==> config.mk <==
export PLATFORM = sky130hd
export DESIGN_NAME = decodeStage
export DESIGN_NICKNAME = d
export VERILOG_FILES = /design/src/idecPkg.sv /design/src/branchControl.sv /design/src/decodeStage.sv /design/src/executeRegister.sv /design/src/opcodeDecoder.sv /design/src/operandSelect.sv
export SDC_FILE = /design/constraint.sdc
export NUM_CORES = 1
export LEC_CHECK = 0
export BUFFER_PORTS_ARGS = -buffer_cell sky130_fd_sc_hd__buf_4
export CAP_MARGIN = 20
export CORE_AREA = 2 2 149 151
export DETAILED_ROUTE_END_ITERATION = 6
export DIE_AREA = 0 0 151 153
export SETUP_SLACK_MARGIN = 0.2
export SYNTH_ARGS = -nofsm -noshare
export SYNTH_HDL_FRONTEND = slang
export SYNTH_SLANG_ARGS = --single-unit
==> constraint.sdc <==
create_clock -name clock -period 1.08 [get_ports clock]
set_input_delay 0.108 -clock clock [delete_from_list [all_inputs] [get_ports clock]]
set_output_delay 0.108 -clock clock [all_outputs]
set_load 0.005 [all_outputs]
==> src/idecPkg.sv <==
package idecPkg;

  localparam int WordWidth    = 32;
  localparam int RegAddrWidth = 5;

  // jal writes its return address here
  localparam logic [RegAddrWidth-1:0] LinkRegister = 5'd9;

  // nop is recognised on the whole top byte, not only the major opcode
  localparam logic [7:0] NopTopByte = 8'h15;

  typedef enum logic [5:0] {
    OpJ     = 6'h00,
    OpJal   = 6'h01,
    OpBnf   = 6'h03,
    OpBf    = 6'h04,
    OpNop   = 6'h05,
    OpMovhi = 6'h06,
    OpLwz   = 6'h21,
    OpAddi  = 6'h27,
    OpAndi  = 6'h29,
    OpOri   = 6'h2A,
    OpSw    = 6'h35,
    OpAlu   = 6'h38
  } opcode_e;

  typedef enum logic [3:0] {
    FuncAdd = 4'h0,
    FuncSub = 4'h2,
    FuncAnd = 4'h3,
    FuncOr  = 4'h4
  } aluFunc_e;

  typedef enum logic [2:0] {
    ImmSignHalf,
    ImmZeroHalf,
    ImmHighHalf,
    ImmBranch,
    ImmStoreSplit
  } immFormat_e;

  typedef enum logic [1:0] {
    JumpAlways,
    JumpFlagClear,
    JumpFlagSet
  } jumpCond_e;

  typedef struct packed {
    logic                    valid;
    logic                    active;
    logic                    usePc;
    logic                    useImmediate;
    immFormat_e              immFormat;
    logic                    isJump;
    jumpCond_e               jumpCond;
    logic [RegAddrWidth-1:0] destination;
    logic                    weDestination;
    logic                    isLoad;
    logic                    isStore;
    aluFunc_e                aluFunc;
  } decodedOp_t;

  typedef struct packed {
    logic [WordWidth-1:0]    operandA;
    logic [WordWidth-1:0]    operandB;
    logic [WordWidth-1:0]    storeData;
    logic [WordWidth-1:0]    instructionAddress;
    logic [RegAddrWidth-1:0] destination;
    logic                    weDestination;
    logic                    isLoad;
    logic                    isStore;
    aluFunc_e                aluFunc;
    logic                    valid;
    logic                    active;
    logic                    isJump;
    logic                    isDelaySlot;
  } exeBundle_t;

endpackage

==> src/branchControl.sv <==
`timescale 1ns/1ns

module branchControl (
  input  logic                clock,
  input  logic                arstN,
  input  logic                stall,
  input  logic                flush,
  input  logic                flag,
  input  idecPkg::decodedOp_t decoded,
  output logic                jump,
  output logic                isDelaySlot
);

  logic               isJumpReg;
  idecPkg::jumpCond_e jumpCondReg;
  logic               condMet;

  // tracks the jump sitting in execute
  always_ff @(posedge clock or negedge arstN)
  begin
    if (!arstN)
    begin
      isJumpReg   <= 1'b0;
      jumpCondReg <= idecPkg::JumpAlways;
    end
    else if (!stall)
    begin
      isJumpReg   <= decoded.isJump & ~flush;
      jumpCondReg <= decoded.jumpCond;
    end
  end

  always_comb
  begin
    case (jumpCondReg)
      idecPkg::JumpAlways:    condMet = 1'b1;
      idecPkg::JumpFlagClear: condMet = ~flag;
      idecPkg::JumpFlagSet:   condMet = flag;
      default:                condMet = 1'b0;
    endcase
  end

  assign jump = isJumpReg & ~stall & ~flush & condMet;

  // a jump now in execute makes the instruction being captured its delay slot
  assign isDelaySlot = isJumpReg;

endmodule

==> src/decodeStage.sv <==
`timescale 1ns/1ns

module decodeStage (
  input  logic                             clock,
  input  logic                             arstN,
  input  logic                             stall,
  input  logic                             flush,
  input  logic [idecPkg::WordWidth-1:0]    ir,
  input  logic [idecPkg::WordWidth-1:0]    pc,
  input  logic [idecPkg::WordWidth-1:0]    rfOperandA,
  input  logic [idecPkg::WordWidth-1:0]    rfOperandB,
  input  logic [idecPkg::WordWidth-1:0]    forwardedOperandA,
  input  logic [idecPkg::WordWidth-1:0]    forwardedOperandB,
  input  logic [idecPkg::WordWidth-1:0]    forwardedStoreData,
  input  logic                             useForwardedA,
  input  logic                             useForwardedB,
  input  logic                             useForwardedStore,
  input  logic                             flag,
  output logic [idecPkg::RegAddrWidth-1:0] lookupAddrA,
  output logic [idecPkg::RegAddrWidth-1:0] lookupAddrB,
  output logic                             jump,
  output idecPkg::exeBundle_t              exe
);

  idecPkg::decodedOp_t           decoded;
  logic [idecPkg::WordWidth-1:0] operandA;
  logic [idecPkg::WordWidth-1:0] operandB;
  logic [idecPkg::WordWidth-1:0] storeData;
  logic                          isDelaySlot;

  // register file read addresses go out straight from the instruction word
  assign lookupAddrA = ir[20:16];
  assign lookupAddrB = ir[15:11];

  opcodeDecoder decoder (
    .ir      (ir),
    .decoded (decoded)
  );

  operandSelect operands (
    .ir                 (ir),
    .pc                 (pc),
    .decoded            (decoded),
    .rfOperandA         (rfOperandA),
    .rfOperandB         (rfOperandB),
    .forwardedOperandA  (forwardedOperandA),
    .forwardedOperandB  (forwardedOperandB),
    .forwardedStoreData (forwardedStoreData),
    .useForwardedA      (useForwardedA),
    .useForwardedB      (useForwardedB),
    .useForwardedStore  (useForwardedStore),
    .operandA           (operandA),
    .operandB           (operandB),
    .storeData          (storeData)
  );

  branchControl branch (
    .clock       (clock),
    .arstN       (arstN),
    .stall       (stall),
    .flush       (flush),
    .flag        (flag),
    .decoded     (decoded),
    .jump        (jump),
    .isDelaySlot (isDelaySlot)
  );

  executeRegister exeStage (
    .clock       (clock),
    .arstN       (arstN),
    .stall       (stall),
    .flush       (flush),
    .decoded     (decoded),
    .operandA    (operandA),
    .operandB    (operandB),
    .storeData   (storeData),
    .pc          (pc),
    .isDelaySlot (isDelaySlot),
    .exe         (exe)
  );

endmodule

==> src/executeRegister.sv <==
`timescale 1ns/1ns

module executeRegister (
  input  logic                          clock,
  input  logic                          arstN,
  input  logic                          stall,
  input  logic                          flush,
  input  idecPkg::decodedOp_t           decoded,
  input  logic [idecPkg::WordWidth-1:0] operandA,
  input  logic [idecPkg::WordWidth-1:0] operandB,
  input  logic [idecPkg::WordWidth-1:0] storeData,
  input  logic [idecPkg::WordWidth-1:0] pc,
  input  logic                          isDelaySlot,
  output idecPkg::exeBundle_t           exe
);

  logic [idecPkg::WordWidth-1:0]    operandAReg;
  logic [idecPkg::WordWidth-1:0]    operandBReg;
  logic [idecPkg::WordWidth-1:0]    storeDataReg;
  logic [idecPkg::WordWidth-1:0]    addressReg;
  logic [idecPkg::RegAddrWidth-1:0] destinationReg;
  idecPkg::aluFunc_e                aluFuncReg;
  logic                             weReg;
  logic                             loadReg;
  logic                             storeReg;
  logic                             validReg;
  logic                             activeReg;
  logic                             jumpReg;
  logic                             delaySlotReg;

  always_ff @(posedge clock)
  begin
    if (!stall)
    begin
      operandAReg    <= operandA;
      operandBReg    <= operandB;
      storeDataReg   <= storeData;
      addressReg     <= pc;
      destinationReg <= decoded.destination;
      aluFuncReg     <= decoded.aluFunc;
    end
  end

  // a flushed slot becomes a valid but inactive bubble
  always_ff @(posedge clock or negedge arstN)
  begin
    if (!arstN)
    begin
      weReg        <= 1'b0;
      loadReg      <= 1'b0;
      storeReg     <= 1'b0;
      validReg     <= 1'b1;
      activeReg    <= 1'b0;
      jumpReg      <= 1'b0;
      delaySlotReg <= 1'b0;
    end
    else if (!stall)
    begin
      weReg        <= decoded.weDestination & ~flush;
      loadReg      <= decoded.isLoad & ~flush;
      storeReg     <= decoded.isStore & ~flush;
      validReg     <= decoded.valid | flush;
      activeReg    <= decoded.active & ~flush;
      jumpReg      <= decoded.isJump & ~flush;
      delaySlotReg <= isDelaySlot & ~flush;
    end
  end

  assign exe = '{
    operandA:           operandAReg,
    operandB:           operandBReg,
    storeData:          storeDataReg,
    instructionAddress: addressReg,
    destination:        destinationReg,
    weDestination:      weReg,
    isLoad:             loadReg,
    isStore:            storeReg,
    aluFunc:            aluFuncReg,
    valid:              validReg,
    active:             activeReg,
    isJump:             jumpReg,
    isDelaySlot:        delaySlotReg
  };

endmodule

==> src/opcodeDecoder.sv <==
`timescale 1ns/1ns

module opcodeDecoder (
  input  logic [idecPkg::WordWidth-1:0] ir,
  output idecPkg::decodedOp_t           decoded
);

  logic aluFuncKnown;

  assign aluFuncKnown = (ir[3:0] == idecPkg::FuncAdd) || (ir[3:0] == idecPkg::FuncSub) ||
                        (ir[3:0] == idecPkg::FuncAnd) || (ir[3:0] == idecPkg::FuncOr);

  always_comb
  begin
    decoded             = '0;
    decoded.destination = ir[25:21];
    decoded.immFormat   = idecPkg::ImmSignHalf;
    decoded.jumpCond    = idecPkg::JumpAlways;
    decoded.aluFunc     = idecPkg::FuncAdd;
    case (idecPkg::opcode_e'(ir[31:26]))
      idecPkg::OpJ, idecPkg::OpJal, idecPkg::OpBnf, idecPkg::OpBf:
      begin
        decoded.valid        = 1'b1;
        decoded.usePc        = 1'b1;
        decoded.useImmediate = 1'b1;
        decoded.immFormat    = idecPkg::ImmBranch;
        decoded.isJump       = 1'b1;
        if (ir[31:26] == idecPkg::OpBnf)
          decoded.jumpCond = idecPkg::JumpFlagClear;
        else if (ir[31:26] == idecPkg::OpBf)
          decoded.jumpCond = idecPkg::JumpFlagSet;
        if (ir[31:26] == idecPkg::OpJal)
        begin
          decoded.destination   = idecPkg::LinkRegister;
          decoded.weDestination = 1'b1;
        end
      end
      idecPkg::OpNop:
        decoded.valid = (ir[31:24] == idecPkg::NopTopByte);
      idecPkg::OpMovhi:
      begin
        decoded.valid         = 1'b1;
        decoded.useImmediate  = 1'b1;
        decoded.immFormat     = idecPkg::ImmHighHalf;
        decoded.weDestination = 1'b1;
      end
      idecPkg::OpAddi, idecPkg::OpAndi, idecPkg::OpOri:
      begin
        decoded.valid         = 1'b1;
        decoded.useImmediate  = 1'b1;
        decoded.weDestination = 1'b1;
        if (ir[31:26] == idecPkg::OpAndi)
        begin
          decoded.immFormat = idecPkg::ImmZeroHalf;
          decoded.aluFunc   = idecPkg::FuncAnd;
        end
        else if (ir[31:26] == idecPkg::OpOri)
        begin
          decoded.immFormat = idecPkg::ImmZeroHalf;
          decoded.aluFunc   = idecPkg::FuncOr;
        end
      end
      idecPkg::OpLwz:
      begin
        decoded.valid         = 1'b1;
        decoded.useImmediate  = 1'b1;
        decoded.weDestination = 1'b1;
        // a load into r0 is dropped
        decoded.isLoad        = (ir[25:21] != '0);
      end
      idecPkg::OpSw:
      begin
        decoded.valid        = 1'b1;
        decoded.useImmediate = 1'b1;
        decoded.immFormat    = idecPkg::ImmStoreSplit;
        decoded.isStore      = 1'b1;
      end
      idecPkg::OpAlu:
      begin
        decoded.valid         = aluFuncKnown;
        decoded.weDestination = aluFuncKnown;
        if (aluFuncKnown)
          decoded.aluFunc = idecPkg::aluFunc_e'(ir[3:0]);
      end
      default:
        decoded.valid = 1'b0;
    endcase
    decoded.active = decoded.valid && (ir[31:24] != idecPkg::NopTopByte);
  end

endmodule

==> src/operandSelect.sv <==
`timescale 1ns/1ns

module operandSelect (
  input  logic [idecPkg::WordWidth-1:0] ir,
  input  logic [idecPkg::WordWidth-1:0] pc,
  input  idecPkg::decodedOp_t           decoded,
  input  logic [idecPkg::WordWidth-1:0] rfOperandA,
  input  logic [idecPkg::WordWidth-1:0] rfOperandB,
  input  logic [idecPkg::WordWidth-1:0] forwardedOperandA,
  input  logic [idecPkg::WordWidth-1:0] forwardedOperandB,
  input  logic [idecPkg::WordWidth-1:0] forwardedStoreData,
  input  logic                          useForwardedA,
  input  logic                          useForwardedB,
  input  logic                          useForwardedStore,
  output logic [idecPkg::WordWidth-1:0] operandA,
  output logic [idecPkg::WordWidth-1:0] operandB,
  output logic [idecPkg::WordWidth-1:0] storeData
);

  logic [idecPkg::WordWidth-1:0] immediate;

  always_comb
  begin
    case (decoded.immFormat)
      idecPkg::ImmZeroHalf:   immediate = {16'd0, ir[15:0]};
      idecPkg::ImmHighHalf:   immediate = {ir[15:0], 16'd0};
      idecPkg::ImmBranch:     immediate = {{4{ir[25]}}, ir[25:0], 2'b00};
      // store offset is split around the rB field
      idecPkg::ImmStoreSplit: immediate = {{16{ir[25]}}, ir[25:21], ir[10:0]};
      default:                immediate = {{16{ir[15]}}, ir[15:0]};
    endcase
  end

  always_comb
  begin
    if (decoded.usePc)
      operandA = pc;
    else if (ir[20:16] == '0)
      operandA = '0;
    else if (useForwardedA)
      operandA = forwardedOperandA;
    else
      operandA = rfOperandA;

    if (decoded.useImmediate)
      operandB = immediate;
    else if (ir[15:11] == '0)
      operandB = '0;
    else if (useForwardedB)
      operandB = forwardedOperandB;
    else
      operandB = rfOperandB;
  end

  assign storeData = useForwardedStore ? forwardedStoreData : rfOperandB;

endmodule

======== After elaboration in Yosys (flattened, before gate mapping) ========
Index checks and enable logic that the tools add are counted.
word-level totals
  register bits after elaboration ......... 146
  output and inout port bits .............. 155
  word-level logic and storage cells ...... 89
cells by class
  eq/ne operators ......................... 22
  muxes and demuxes ....................... 26
  bitwise logic cells ..................... 13
  reductions and logical operators ........ 14
operators by type and width
  cell                number
  $mux 32             7
  $pmux 32 s4         1
  $eq 6x6->1 const B  6
  $eq 6x3->1 const B  3
  $pmux 3 s4          1
  $logic_not 5->1     2
  $reduce_or 10->1    1
  $and 1x1->1         9
  $pmux 1 s3          3
  $eq 4x2->1 const B  2
  $eq 8x5->1 const B  1
  $mux 4              2
  $mux 8              1
  $ne 8x5->1 const B  1
  $pmux 4 s2          1
  $eq 3x2->1 const B  2
  $eq 6x1->1 const B  1
  $eq 6x2->1 const B  1
  $logic_not 6->1     1
  $mux 1              6
  $mux 6              1
  $reduce_bool 5->1   1
  $reduce_or 5->1     1
  $eq 4x3->1 const B  1
  14 further kinds    19

======== Logic depth before layout (Yosys ltp) ========
Gate-level depths: netlist (run 1).
  depth after elaboration ................. 7
  mapped depth ............................ 8
  gate-level depth less buffers ........... 5

======== By module ========
Synthesis (run 1) repeated with hierarchy kept, for this count alone.
second synthesis, totals
  cells, all modules ...................... 599
  area, all modules ....................... 7473.4 µm²
by module, submodules not included
  module           times used  cells an instance  area each (µm²)
  executeRegister  1           173                4461.8
  operandSelect    1           339                2372.3
  opcodeDecoder    1           66                 431.7
  branchControl    1           11                 132.6
  decodeStage      1           10                 75.1

======== Worst setup path after synthesis (run 1) ========
OpenSTA, ideal clock, no wires.
  path kind ............................... input port to flip-flop
  start ................................... in stall
  end ..................................... reg exeStage.loadReg
  setup time .............................. 81 ps
  arrival ................................. 3266 ps
  data required time ...................... 999 ps
  path slack .............................. -2268 ps
  stages on the path ...................... 3
  path buffers ............................ 0
  cell sequence ........................... inv_1 > o2111ai_1 > nand2_1
RTL lines
  item                  RTL line               text
  from (decl)           decodeStage.sv:6       input logic stall,
  to (signal assigned)  executeRegister.sv:60  loadReg <= decoded.isLoad & ~flush;
  to (decl)             executeRegister.sv:24  logic loadReg;

======== Worst setup path after layout (run 1) ========
  start ................................... in ir[26] (netlist bit)
  end ..................................... reg exeStage.operandBReg[11] (netlist bit), data pin
between the ends
  longest elaborated chain between the ends .. 7
  elaborated cells on any way between the ends .. 23
ends and longest elaborated chain
  item                                RTL line                                  text
  from (decl)                         decodeStage.sv:8                          input logic [idecPkg::WordWidth-1:0] ir,
  $eq 6x6->1                          opcodeDecoder.sv:20, opcodeDecoder.sv:57
  $mux 1                              opcodeDecoder.sv:57                       else if (ir[31:26] == idecPkg::OpOri)
  $mux 1                              opcodeDecoder.sv:52                       if (ir[31:26] == idecPkg::OpAndi)
  $pmux 3 s4                          opcodeDecoder.sv:20                       case (idecPkg::opcode_e'(ir[31:26]))
  $eq 3x3->1 (tied with other cells)  operandSelect.sv:24                       case (decoded.immFormat)
  $pmux 32 s4                         operandSelect.sv:24
  $mux 32 *                           operandSelect.sv:45                       if (decoded.useImmediate)
  via exeStage.operandB, one bit      executeRegister.sv:10                     input logic [idecPkg::WordWidth-1:0] operandB,
  to (signal assigned)                executeRegister.sv:36                     operandBReg <= operandB;
  to (decl)                           executeRegister.sv:18                     logic [idecPkg::WordWidth-1:0] operandBReg;
Mark *: on every way through the listed nets, which the timed path passes. The rest lies on a longest branch.
A chain may end at the register's enable or synchronous reset.

==> summary.md, run 1 <==
| Metric | Value |
|---|---|
| Worst path bufs/invs | `4` |
| Critical Path Most Common Cell | `buf_6` |
| Critical-path maximum fanout | `8` |
| Mapped Cells | `553` |
| CTS H-tree lvls | `4` |
| Global route overflow | `0` |
| Final core utilization | `between 60% and 70%` |
| Fmax | `742.4 MHz` |
| Cell variety after synth | `61` |
| PortBufs | `about 390` |
| # fillers | `1,561` |
| Clock Pin Slew Worst Setup and Hold Paths | `0.07 ns` |
| Final setup fails | `slightly above 80` |
| Synth Flop Type | `edfxtp_1` |
| Final Hold Vio Count | `0` |
| Reg-to-reg slack, setup | `0.23 ns` |
| P&R area growth vs syn | `102.8%` |
| Vias | `between 7,000 and 8,000` |
| Yosys warns | `0` |
| RSZ-0062 raised after global routing | `yes` |
| Worst clock skew | `approximately 0.000041 ns` |
| VDD IR max | `~0.0010 V` |
| Worst reg2reg path depth | `2` |
| Total GRT Usage | `24.91%` |
| Grt met3 use | `between 4 and 5%` |
| Post-layout min period | `1.347 ns` |
| Critical path depth in cells | `9` |
| Failing checks | `negative setup slack` |
| Post-Syn Nets | `between 700 and 800` |
| Clk sink count | `about 150` |
| Synth async-reset ratio | `6.164%` |
| Num ports | `about 390` |
| Pwr Total | `17.19 mW` |
| Final WL | `29.40 mm` |
| Initial Util | `between 30% and 40%` |
| Most Used Layer, Global Route | `met2` |
| Sequential cell area | `approximately 4300 um2` |
| Vias per cell | `approximately 4.9` |
| Die ar. | `23,100 um2` |
| Site row count | `54` |
| # diodes | `0` |
| Vias in the first global route | `7,302` |
| Mapped Area | `7281 um2` |
| Power per Cell Area | `1164 nW/um2` |
| CP endpoint kind | `flop` |
| Largest net degree at the start of global routing | `42` |
| Crit-path cells | `buf_12, and4bb_2, nor3_4, buf_6, o211a_4, buf_6, buf_16, a211oi_4, a21oi_1` |
| Hold Path Class | `primary input to flop` |
| Kind of critical path | `primary input to flop` |
| Final cycle utilization of the critical path | `124.7%` |
| Final worst slack | `-0.2669 ns` |
| Pleak | `6.519 nW` |
| Reg-to-Reg Start | `exeStage.jumpReg$_DFFE_PN0N_` |
| DRC errors left | `0` |
| R2R Path End | `exeStage.jumpReg$_DFFE_PN0N_` |
| Top delay family on crit path | `compound AO/OA/AOI/OAI gates` |
| Die Wd | `151 um` |
| CTS Buf Count | `17` |
| CP arrival | `1.52 ns` |
| Max clock buf depth | `2` |
| Drt pass-1 iters | `5` |
| CTS tree | `yes` |
| Synth Register Bits | `146` |
| Max cap viols | `0` |
| Multi-input logic area | `3312 um2` |
| Core footprint | `21,490 um2` |
| Number of DRC violations after detailed-routing iteration 0 | `381` |
| Peak per-stage delay on the critical path | `between 0.3 and 0.4 ns` |
| Nets | `1,371` |
| Max Slew Vio Count | `0` |
| EDFF count, synth | `between 100 and 150` |
| Met2 usage | `about two fifths` |
| Critical path's slowest cell | `and4bb_2` |
| First-pass GRT wire length | `42.97 mm` |
| DIE HEIGHT | `153 um` |
| CP Capture Point | `exeStage.operandBReg[11]$_DFFE_PN_` |
| Grt met1 use | `31.60%` |
| HPWL after DPL | `20.81 mm` |
| Status | `finished, violations left` |
| Skew-Pair Late Insertion Delay | `0.42 ns` |
| Average wire per standard cell | `20.53 um` |
| Sequential area share after synthesis | `around three fifths` |
| CP Launch Type | `primary input` |
| Crit path launch | `ir[26]` |
| Root buffer cell | `clkbuf_16` |
| Initial antenna violation count | `0` |
| GP Congestion | `approximately 0.87` |
| Syn Area/Cell | `13.17 um2` |
| Share of layout cells above drive strength 1 | `roughly 62%` |
| Antenna-violating nets left | `0` |
| WP data required | `~1.3 ns` |
## how the worst min path moves through the flow
stage	from	to	slack [ns]	depth (start not counted)
after floorplan	arstN	branch.jumpCondReg[0]$_DFFE_PN0N_	-0.19	0
after global placement	arstN	branch.jumpCondReg[1]$_DFFE_PN0N_	-0.06	1
after detailed placement	arstN	branch.jumpCondReg[1]$_DFFE_PN0N_	-0.06	1
after CTS	stall	branch.jumpCondReg[1]$_DFFE_PN0N_	-0.002	3
after global routing	rfOperandB[28]	exeStage.storeDataReg[28]$_DFFE_PN_	0.009	2
final	rfOperandB[28]	exeStage.storeDataReg[28]$_DFFE_PN_	0.02	2
## through the flow
| stage | cells | hold slack, ns | TNS (ns) | worst slack, ns | area [um2] |
|---|---|---|---|---|---|
| 6_report | 1432 | 0.01978 | -11.48 | -0.2669 | 14770 |
| 5_1_grt | 1432 | 0.008918 | -14.68 | -0.3076 | 14770 |
| 4_1_cts | 1426 | -0.001701 | -8.751 | -0.2675 | 14430 |
| 3_5_place_dp | 1263 | -0.06388 | -44.48 | -0.7852 | 11610 |
| 3_3_place_gp | 1263 | -0.06325 | -42.97 | -0.7438 | 11610 |
| 2_1_floorplan | 553 | -0.1876 | -222.33 | -1.415 | 7840 |
## where the power goes
part | internal, mW | leakage (nW) | switching [mW]
clock | 3.04 | 0.267 | 2.66
combinational | 2.79 | 4.79 | 1.62
sequential | 6.83 | 1.46 | 0.254
## state kept, by name, indices dropped and copies added, names as in the netlist, 2 cells and up
| name | count |
|---|---|
| exeStage.operandAReg | 32 |
| exeStage.addressReg | 32 |
| exeStage.aluFuncReg | 4 |
| exeStage.operandBReg | 32 |
| branch.jumpCondReg | 2 |
| exeStage.destinationReg | 5 |
| exeStage.storeDataReg | 32 |
## worst reg2reg max path: cells and delay by family, from the launching register on
| kind | cells | cell delay [ns] |
|---|---|---|
| AOI/OAI and AO/OA | 1 | 0.22 |
| DFF | 1 | 0.40 |
| buffers and inverters | 1 | 0.13 |
## layout by cell type, fill, tap and decap left out, types with 7 or more instances in the layout
| master | n |
|---|---|
| dlygate4sd3_1 | 92 |
| buf_6 | 163 |
| buf_8 | 7 |
| o21ai_1 | 10 |
| mux2_2 | 18 |
| buf_16 | 9 |
| nand2_1 | 51 |
| dfrtp_1 | 8 |
| edfxtp_1 | 137 |
| o31a_1 | 10 |
| inv_1 | 8 |
| o21ai_0 | 9 |
| o21ai_2 | 34 |
| nor2_1 | 7 |
| buf_12 | 31 |
| clkbuf_16 | 17 |
| a22o_1 | 15 |
| mux2_4 | 30 |
| mux2i_1 | 51 |
| buf_4 | 317 |
## area by class of cell
| class | instances | share of cell area, % |
|---|---|---|
| repair buffers | 623 | 41.72 |
| multi-input cells | 342 | 22.43 |
| clock buffers | 17 | 2.881 |
| flip-flops and latches | 146 | 29.40 |
| inverters | 9 | 0.2542 |
| well taps | 280 | 2.373 |
| clock inverters | 15 | 0.9491 |
## cells in the mapped netlist (all sizes together) (3+ instances only)
cell | count | area share (%)
o31ai | 3 | 0.31
dfrtp | 8 | 2.7
o21ai | 54 | 3.7
a222oi | 4 | 0.55
nand3 | 9 | 0.62
buf | 43 | 3.9
nand2b | 8 | 0.79
a2111oi | 5 | 0.69
a21oi | 11 | 0.76
o31a | 10 | 1.2
nor2 | 10 | 0.74
edfxtp | 137 | 57
mux2i | 51 | 7.0
a22oi | 6 | 0.62
and2 | 4 | 0.34
a22o | 15 | 1.8
clkbuf | 14 | 0.72
mux2 | 48 | 7.4
or4 | 3 | 0.31
nor3 | 6 | 0.55
nand2 | 57 | 3.1
and4b | 3 | 0.46
or3 | 3 | 0.33
o221ai | 4 | 0.82
inv | 9 | 0.46
a21o | 3 | 0.31
## repair_timing
item	in CTS	in global routing
pin swaps	24	20
setup buffers	25	6
setup endpoints to repair	219	227
cloned	10	0
hold endpoints to repair	106	0
hold buffers	96	0
resized for setup	220	67
## per-layer routing
layer	wire length (um)	up-vias
met5	0	-
met4	991	0
met3	1580	64
met2	14940	258
met1	11890	3451
li1	-	3296
## logic make-up after synthesis
| group | count (synthesis) | share of synthesized area, % |
|---|---|---|
| AO/OA/AOI/OAI | 126 | 12.08 |
| flip-flops | 146 | 59.62 |
| buffers and inverters | 66 | 5.052 |
| AND/OR/NAND/NOR | 115 | 8.764 |
| multiplexers | 99 | 14.44 |
| other | 1 | 0.05151 |
Note: power is estimated with default switching activity, not from simulation.
==> inputs of run 2 (changes only) <==
--- a/config.mk
+++ b/config.mk
@@ -5,11 +5,12 @@
 export SDC_FILE = /design/constraint.sdc
 export NUM_CORES = 1
 export LEC_CHECK = 0
+export ABC_AREA = 1
 export BUFFER_PORTS_ARGS = -buffer_cell sky130_fd_sc_hd__buf_4
 export CAP_MARGIN = 20
-export CORE_AREA = 2 2 149 151
+export CORE_AREA = 2 2 150 152
 export DETAILED_ROUTE_END_ITERATION = 6
-export DIE_AREA = 0 0 151 153
+export DIE_AREA = 0 0 152 154
 export SETUP_SLACK_MARGIN = 0.2
 export SYNTH_ARGS = -nofsm -noshare
 export SYNTH_HDL_FRONTEND = slang
==> run 2 against run 1 <==
The run still ends with negative setup slack left. Total power rose by 0.75%. Area after synthesis rose by 3.8%. Non-clock buffer count shrank 25. Sequential share of layout area is 0.24 points lower. Clock skew rose by 0.0044 ns. Critical endpoint is now jump.
==> summary.md, run 2 <==
| Metric | Value |
|---|---|
| Status | `finished, violations left` |
| Failing checks | `negative setup slack` |
| DP Worst Slack | `-0.7033 ns` |
| Core footprint | `21,690 um2` |
| Num ports | `about 390` |
| Clk sink count | `about 150` |
| Critical path's slowest cell | `dfrtp_1` |
| P&R area growth vs syn | `96.97%` |
| # fillers | `1,651` |
| Worst reg2reg path depth | `3` |
| Vias | `8,227` |
| Synth Register Bits | `146` |
| Root buffer cell | `clkbuf_16` |
| Final WL | `31.43 mm` |
| Setup TNS | `-3.160 ns` |
| Kind of critical path | `flop to primary output` |
| Drt pass-1 iters | `5` |
| Global route overflow | `0` |
| Post-synth top area share | `a little over half` |
| R2R Path End | `exeStage.validReg$_DFFE_PN1N_` |
| Initial Util | `34.84%` |
| Cell with the most instances after synthesis | `nand2_1` |
| Nets | `1,649` |
| Syn Area/Cell | `approximately 9 um2` |
| CTS H-tree lvls | `4` |
| Final cycle utilization of the critical path | `132.9%` |
| DIE HEIGHT | `154 um` |
| Worst clock skew | `~0.0044 ns` |
| Critical path depth in cells | `3` |
| Max cap viols | `0` |
| Max Slew Vio Count | `0` |
| Mapped Cells | `approximately 860` |
| EDFF count, synth | `137` |
| Hold path cells | `3` |
| Sequential area share after synthesis | `between 50% and 60%` |
| CP arrival | `1.33 ns` |
| Critical-path maximum fanout | `2` |
| First-pass GRT wire length | `44.59 mm` |
| DRC errors left | `0` |
| Number of DRC violations after detailed-routing iteration 0 | `454` |
| Total GRT Usage | `~25%` |
| Share of layout cells above drive strength 1 | `54.06%` |
| Final worst slack | `-0.3549 ns` |
| Post-layout min period | `~1.4 ns` |
| Site row count | `54` |
| Vias in the first global route | `~8,100` |
| Power per Cell Area | `1163 nW/um2` |
| CTS Buf Count | `17` |
| Largest net degree at the start of global routing | `33` |
| Synth async-reset ratio | `6.164%` |
| Top cells by count, synth | `nand2_1, edfxtp_1, o21ai_0` |
| Top delay family on crit path | `flip-flops` |
| Mapped Area | `7557 um2` |
| Commonest non-fill, non-tap cells in the layout | `buf_4, nand2_1, buf_6, edfxtp_1, inv_1` |
| Synth Flop Type | `edfxtp_1` |
| CP endpoint kind | `primary output` |
| Synth top area cells | `edfxtp_1, nand2_1, o21ai_0, inv_1, o211ai_1` |
| Yosys warns | `0` |
| Vias per cell | `between 4 and 5` |
| Worst path bufs/invs | `2` |
| CP Launch Type | `flop` |
| GP Congestion | `approximately 0.83` |
| Final core utilization | `68.63%` |
| Die ar. | `23,410 um2` |
| Pleak | `6.907 nW` |
| VDD IR max | `0.001030 V` |
| Hold path start | `rfOperandB[2]` |
| Synth area leader | `edfxtp_1` |
| Cell Count, Final, Fillers Out | `roughly 1,700` |
| Average wire per standard cell | `18.38 um` |
| Skew-Pair Late Insertion Delay | `between 0.4 and 0.5 ns` |
| Die Wd | `152 um` |
| Hold Path Class | `primary input to flop` |
| HPWL after DPL | `21.32 mm` |
| # diodes | `0` |
| Reg-to-Reg Start | `exeStage.validReg$_DFFE_PN1N_` |
| Cell variety after synth | `30` |
| Dpl cells | `1,556` |
| Final setup fails | `44` |
| Clock Pin Slew Worst Setup and Hold Paths | `approximately 0.070 ns` |
| Final Hold Slack | `0.01078 ns` |
| Peak per-stage delay on the critical path | `0.36 ns` |
| CTS tree | `yes` |
| WP data required | `~0.97 ns` |
| RSZ-0062 raised after global routing | `yes` |
| Max clock buf depth | `2` |
| Post-Syn Nets | `1,089` |
| Antenna-violating nets left | `0` |
| Commonest non-fill, non-tap cell in the layout | `buf_4` |
| Worst Hold End | `exeStage.storeDataReg[2]$_DFFE_PN_` |
| Reg-to-reg slack, setup | `0.27 ns` |
| Crit-path cells | `inv_2, a2111oi_4, buf_4` |
| Initial antenna violation count | `0` |
| Final Hold Vio Count | `0` |
| PortBufs | `386` |
| Fmax | `roughly 700 MHz` |
-- run 2: cell types whose count changed after synthesis, moves of 12 or more --
cell | before | now
a22o_1 | 15 | 0
clkbuf_1 | 14 | 26
inv_1 | 9 | 99
mux2_1 | 20 | 0
mux2_2 | 28 | 0
mux2i_1 | 51 | 0
nand2_1 | 55 | 298
nand3_1 | 9 | 22
nor2_1 | 9 | 54
o211ai_1 | 0 | 32
o21ai_0 | 14 | 104
o21ai_1 | 40 | 0
-- run 2: worst max path at each step --
| stage | to | from |
|---|---|---|
| final | jump | exeStage.jumpReg$_DFFE_PN0N_ |
| after floorplan | exeStage.validReg$_DFFE_PN1N_ | stall |
| after global routing | jump | exeStage.jumpReg$_DFFE_PN0N_ |
| after global placement | exeStage.operandBReg[15]$_DFFE_PN_ | ir[26] |
| after CTS | jump | exeStage.jumpReg$_DFFE_PN0N_ |
| after detailed placement | exeStage.operandBReg[18]$_DFFE_PN_ | ir[31] |
-- run 2: per-stage QoR --
stage,total power [mW],cell area [um2]
floorplan,8.149,7720
global placement,10.18,11420
detailed placement,10.22,11420
CTS,17.07,14080
global route,18.00,14890
finish,17.31,14890
-- run 2: cell families (layout without fill, tap and decap cells) --
| kind of cell | Yosys count | in the layout | share of synthesized area [%] |
|---|---|---|---|
| AND/OR/NAND/NOR | 396 | 399 | 21.52 |
| buffers and inverters | 164 | 734 | 9.686 |
| other | 1 | 1 | 0.04962 |
| AO/OA/AOI/OAI | 150 | 150 | 11.31 |
| flip-flops | 146 | 146 | 57.43 |
-- run 2: worst min-delay path: cells and delay by family --
kind / cells / cell delay [ns]
AOI/OAI and AO/OA: 1 / 0.12
buffers and inverters: 2 / 0.10
-- run 2: layout make-up --
type	count	area, um2	area share [%]
clock buffers	18	429.2	2.883
clock inverters	14	156.4	1.051
repair buffers	598	5738	38.55
flip-flops and latches	146	4340	29.16
inverters	104	434.2	2.917
well taps	280	350.3	2.354
multi-input cells	550	3437	23.09
-- run 2: timing repair --
action                     in CTS  in global routing
setup endpoints to repair     212                221
pin swaps                      74                 74
gates resized for setup       249                190
hold buffers                   70                  0
gates cloned                    9                  3
hold endpoints to repair      113                  0
buffers inserted               26                 14
-- run 2: power breakdown --
group	total, mW	leakage, nW	internal, mW	switching [mW]
logic	4.26	5.17	2.47	1.79
clock network	5.99	0.276	3.44	2.54
registers	7.07	1.46	6.83	0.238
total	17.3	6.91	12.7	4.57
-- run 2: per-layer routing --
layer,global-route usage (%),part of all wire [%],vias up
met5,0,0,-
met4,7.744,2.2,0
met3,7.413,7.1,44
met2,44.96,53,356
met1,27.71,38,3885
li1,-,-,3942
==> inputs of run 3 (changes only) <==
--- a/config.mk
+++ b/config.mk
@@ -8,10 +8,11 @@
 export ABC_AREA = 1
 export BUFFER_PORTS_ARGS = -buffer_cell sky130_fd_sc_hd__buf_4
 export CAP_MARGIN = 20
-export CORE_AREA = 2 2 150 152
+export CORE_AREA = 2 2 151 153
 export DETAILED_ROUTE_END_ITERATION = 6
-export DIE_AREA = 0 0 152 154
+export DIE_AREA = 0 0 153 155
 export SETUP_SLACK_MARGIN = 0.2
 export SYNTH_ARGS = -nofsm -noshare
 export SYNTH_HDL_FRONTEND = slang
+export SYNTH_HIERARCHICAL = 1
 export SYNTH_SLANG_ARGS = --single-unit
==> run 3 against run 2 <==
The run still ends with negative setup slack left. Wire length grew 0.87%. Flip-flop and latch count up 1. Combinational power about the same. Critical path type is now primary input to flop. Largest power group unchanged.
==> summary.md, run 3 <==
| Metric | Value |
|---|---|
| Initial antenna violation count | `0` |
| CTS Buf Count | `17` |
| Cell variety after synth | `34` |
| Commonest non-fill, non-tap cells in the layout | `buf_4, nand2_1, buf_6, edfxtp_1, dlygate4sd3_1` |
| DIE HEIGHT | `155 um` |
| Power per Cell Area | `1165 nW/um2` |
| Top cells by count, synth | `nand2_1, edfxtp_1, nor2_1` |
| Root buffer cell | `clkbuf_16` |
| Average wire per standard cell | `about 19 um` |
| Pleak | `6.726 nW` |
| Antenna-violating nets left | `0` |
| Number of DRC violations after detailed-routing iteration 0 | `549` |
| Final cycle utilization of the critical path | `125.8%` |
| Max Slew Vio Count | `0` |
| Synth Flop Type | `edfxtp_1` |
| Status | `finished, violations left` |
| Int Power | `12.80 mW` |
| PortBufs | `386` |
| CP arrival | `1.54 ns` |
| Cell Count, Final, Fillers Out | `1,704` |
| Vias per cell | `around 5` |
| Psw | `4.653 mW` |
| Sw frac | `26.66%` |
| P&R area growth vs syn | `96.21%` |
| Largest net degree at the start of global routing | `56` |
| Register share of total power | `between 40% and 50%` |
| Num ports | `just under 400` |
| Hold Path Class | `primary input to flop` |
| Synth async-reset ratio | `6.803%` |
| Max-slew headroom | `65.37%` |
| Post-Syn Nets | `1,078` |
| Post-synth top area share | `53.88%` |
| Max cap viols | `0` |
| Setup TNS | `-10.37 ns` |
| VDD IR max | `0.0009093 V` |
| Clock share of power | `34.8%` |
| Vias in the first global route | `approximately 8,300` |
| Die ar. | `23,720 um2` |
| Final setup fails | `74` |
| # fillers | `1,697` |
| Share of layout cells above drive strength 1 | `between 50 and 60%` |
| Clk sink count | `147` |
| Vias | `between 8,000 and 9,000` |
| Mapped Cells | `between 800 and 900` |
| Initial Util | `34.35%` |
| Critical-path maximum fanout | `7` |
| Max clock buf depth | `2` |
| CP endpoint kind | `flop` |
| Pwr Total | `17.45 mW` |
| Synth area leader | `edfxtp_1` |
| Sequential area share after synthesis | `57.18%` |
| Synth top area cells | `edfxtp_1, nand2_1, nor2_1, o21ai_0, o211ai_1` |
| Total GRT Usage | `between 20% and 30%` |
| Syn Area/Cell | `9.025 um2` |
| WP data required | `1.26 ns` |
| Commonest non-fill, non-tap cell in the layout | `buf_4` |
| Combinational Power Share | `24.3%` |
| First-pass GRT wire length | `46.14 mm` |
| Fmax | `approximately 740 MHz` |
| Synth Register Bits | `about 150` |
| Worst clock skew | `0.0002260 ns` |
| Skew-Pair Late Insertion Delay | `approximately 0.42 ns` |
| Mapped Area | `roughly 7600 um2` |
| Final Hold Vio Count | `0` |
| Kind of critical path | `primary input to flop` |
| Core footprint | `22,230 um2` |
| EDFF count, synth | `137` |
| RSZ-0062 raised after global routing | `yes` |
| Pin slew with the least headroom to its limit | `0.5140 ns` |
| CTS tree | `yes` |
| GP Congestion | `0.9081` |
| Drt pass-1 iters | `5` |
| Global route overflow | `0` |
| Clock Pin Slew Worst Setup and Hold Paths | `about 0.070 ns` |
| Cell with the most instances after synthesis | `nand2_1` |
| Nets | `1,637` |
| CTS H-tree lvls | `4` |
| CP Launch Type | `primary input` |
| Dpl cells | `1,529` |
| DRC errors left | `0` |
| Site row count | `55` |
| Failing checks | `negative setup slack` |
| Yosys warns | `6` |
| Post-layout min period | `1.359 ns` |
| HPWL after DPL | `21.50 mm` |
| Final WL | `roughly 32 mm` |
| Die Wd | `roughly 150 um` |
| Final worst slack | `-0.2786 ns` |
==> run 3: through the flow <==
stage,util [%],setup slack [ns],hold slack (ns),instance area [um2]
2_1_floorplan,-,-0.4178,-0.1876,7774
3_3_place_gp,51.21,-0.6518,-0.05371,11380
3_5_place_dp,51.21,-0.6471,-0.05376,11380
4_1_cts,64.59,-0.2077,0.003130,14360
5_1_grt,67.39,-0.3159,-0.0004554,14980
6_report,67.40,-0.2786,0.009685,14980
==> run 3: routing by layer <==
metal	routed length (um)	global-route usage, %	vias up
met1	12230	30.16	3989
met4	831	9.039	0
met2	16900	46.17	340
met3	1737	4.345	48
met5	0	0	-
li1	-	-	3960
==> run 3: critical path: stages <==
cell	delay (ns)
buf_12	0.11
clkinv_8	0.05
nand2_8	0.05
nand3_4	0.09
nand2_4	0.06
inv_4	0.07
nand2_4	0.07
buf_6	0.12
nor2_4	0.17
nand2_4	0.09
nand4_4	0.19
nand2_8	0.13
nor2_2	0.15
nor2_1	0.06
==> run 3: final timing paths <==
path / from / end / slack (ns) / cells after the start
worst min-delay path: stall / branch/jumpCondReg[1]$_DFFE_PN0N_ / 0.01 / 2
worst max register to register: exeStage/delaySlotReg$_DFFE_PN0N_ / exeStage/delaySlotReg$_DFFE_PN0N_ / 0.24 / 4
max in group asynchronous: arstN / exeStage/validReg$_DFFE_PN1N_ / 0.79 / 2
min in group asynchronous: arstN / exeStage/delaySlotReg$_DFFE_PN0N_ / 0.07 / 2
worst max-delay path: ir[26] / exeStage/operandBReg[20]$_DFFE_PN_ / -0.28 / 14
worst min register to register: exeStage/validReg$_DFFE_PN1N_ / exeStage/validReg$_DFFE_PN1N_ / 0.48 / 2
==> run 3: cell type report <==
cell class | count | area, um2 | share of cell area [%]
Tap cell | 285 | 356.6 | 2.380
Antenna cell | 1 | 2.502 | 0.01670
Inverter | 69 | 321.6 | 2.146
Timing Repair inverter | 1 | 7.507 | 0.05011
Sequential cell | 147 | 4365 | 29.14
Timing Repair Buffer | 605 | 5886 | 39.29
Multi-Input combinational cell | 564 | 3443 | 22.99
Clock buffer | 17 | 425.4 | 2.840
Clock inverter | 15 | 172.7 | 1.153
==> run 3: kinds of logic after synthesis <==
logic type / share of synthesized area [%]
AOI/OAI and AO/OA: 11.34
DFF: 57.18
other: 0.04912
and+or+nand+nor: 23.07
buffers and inverters: 8.358
==> run 3: power by group through the flow <==
stage	clock network, mW	registers [mW]	logic, mW
global placement	0	7.15	3.13
detailed placement	0	7.15	3.16
floorplan	0	7.19	0.994
global route	6.39	7.18	4.52
CTS	6.15	7.11	3.99
finish	6.07	7.13	4.25
==> run 3: timing repair <==
action / CTS / global route
endpoints found under the setup margin: 210 / 215
cloned: 12 / 1
pin swaps: 83 / 80
hold endpoints to repair: 106 / 0
buffers inserted: 35 / 17
hold buffers: 77 / 0
resized for setup: 268 / 113
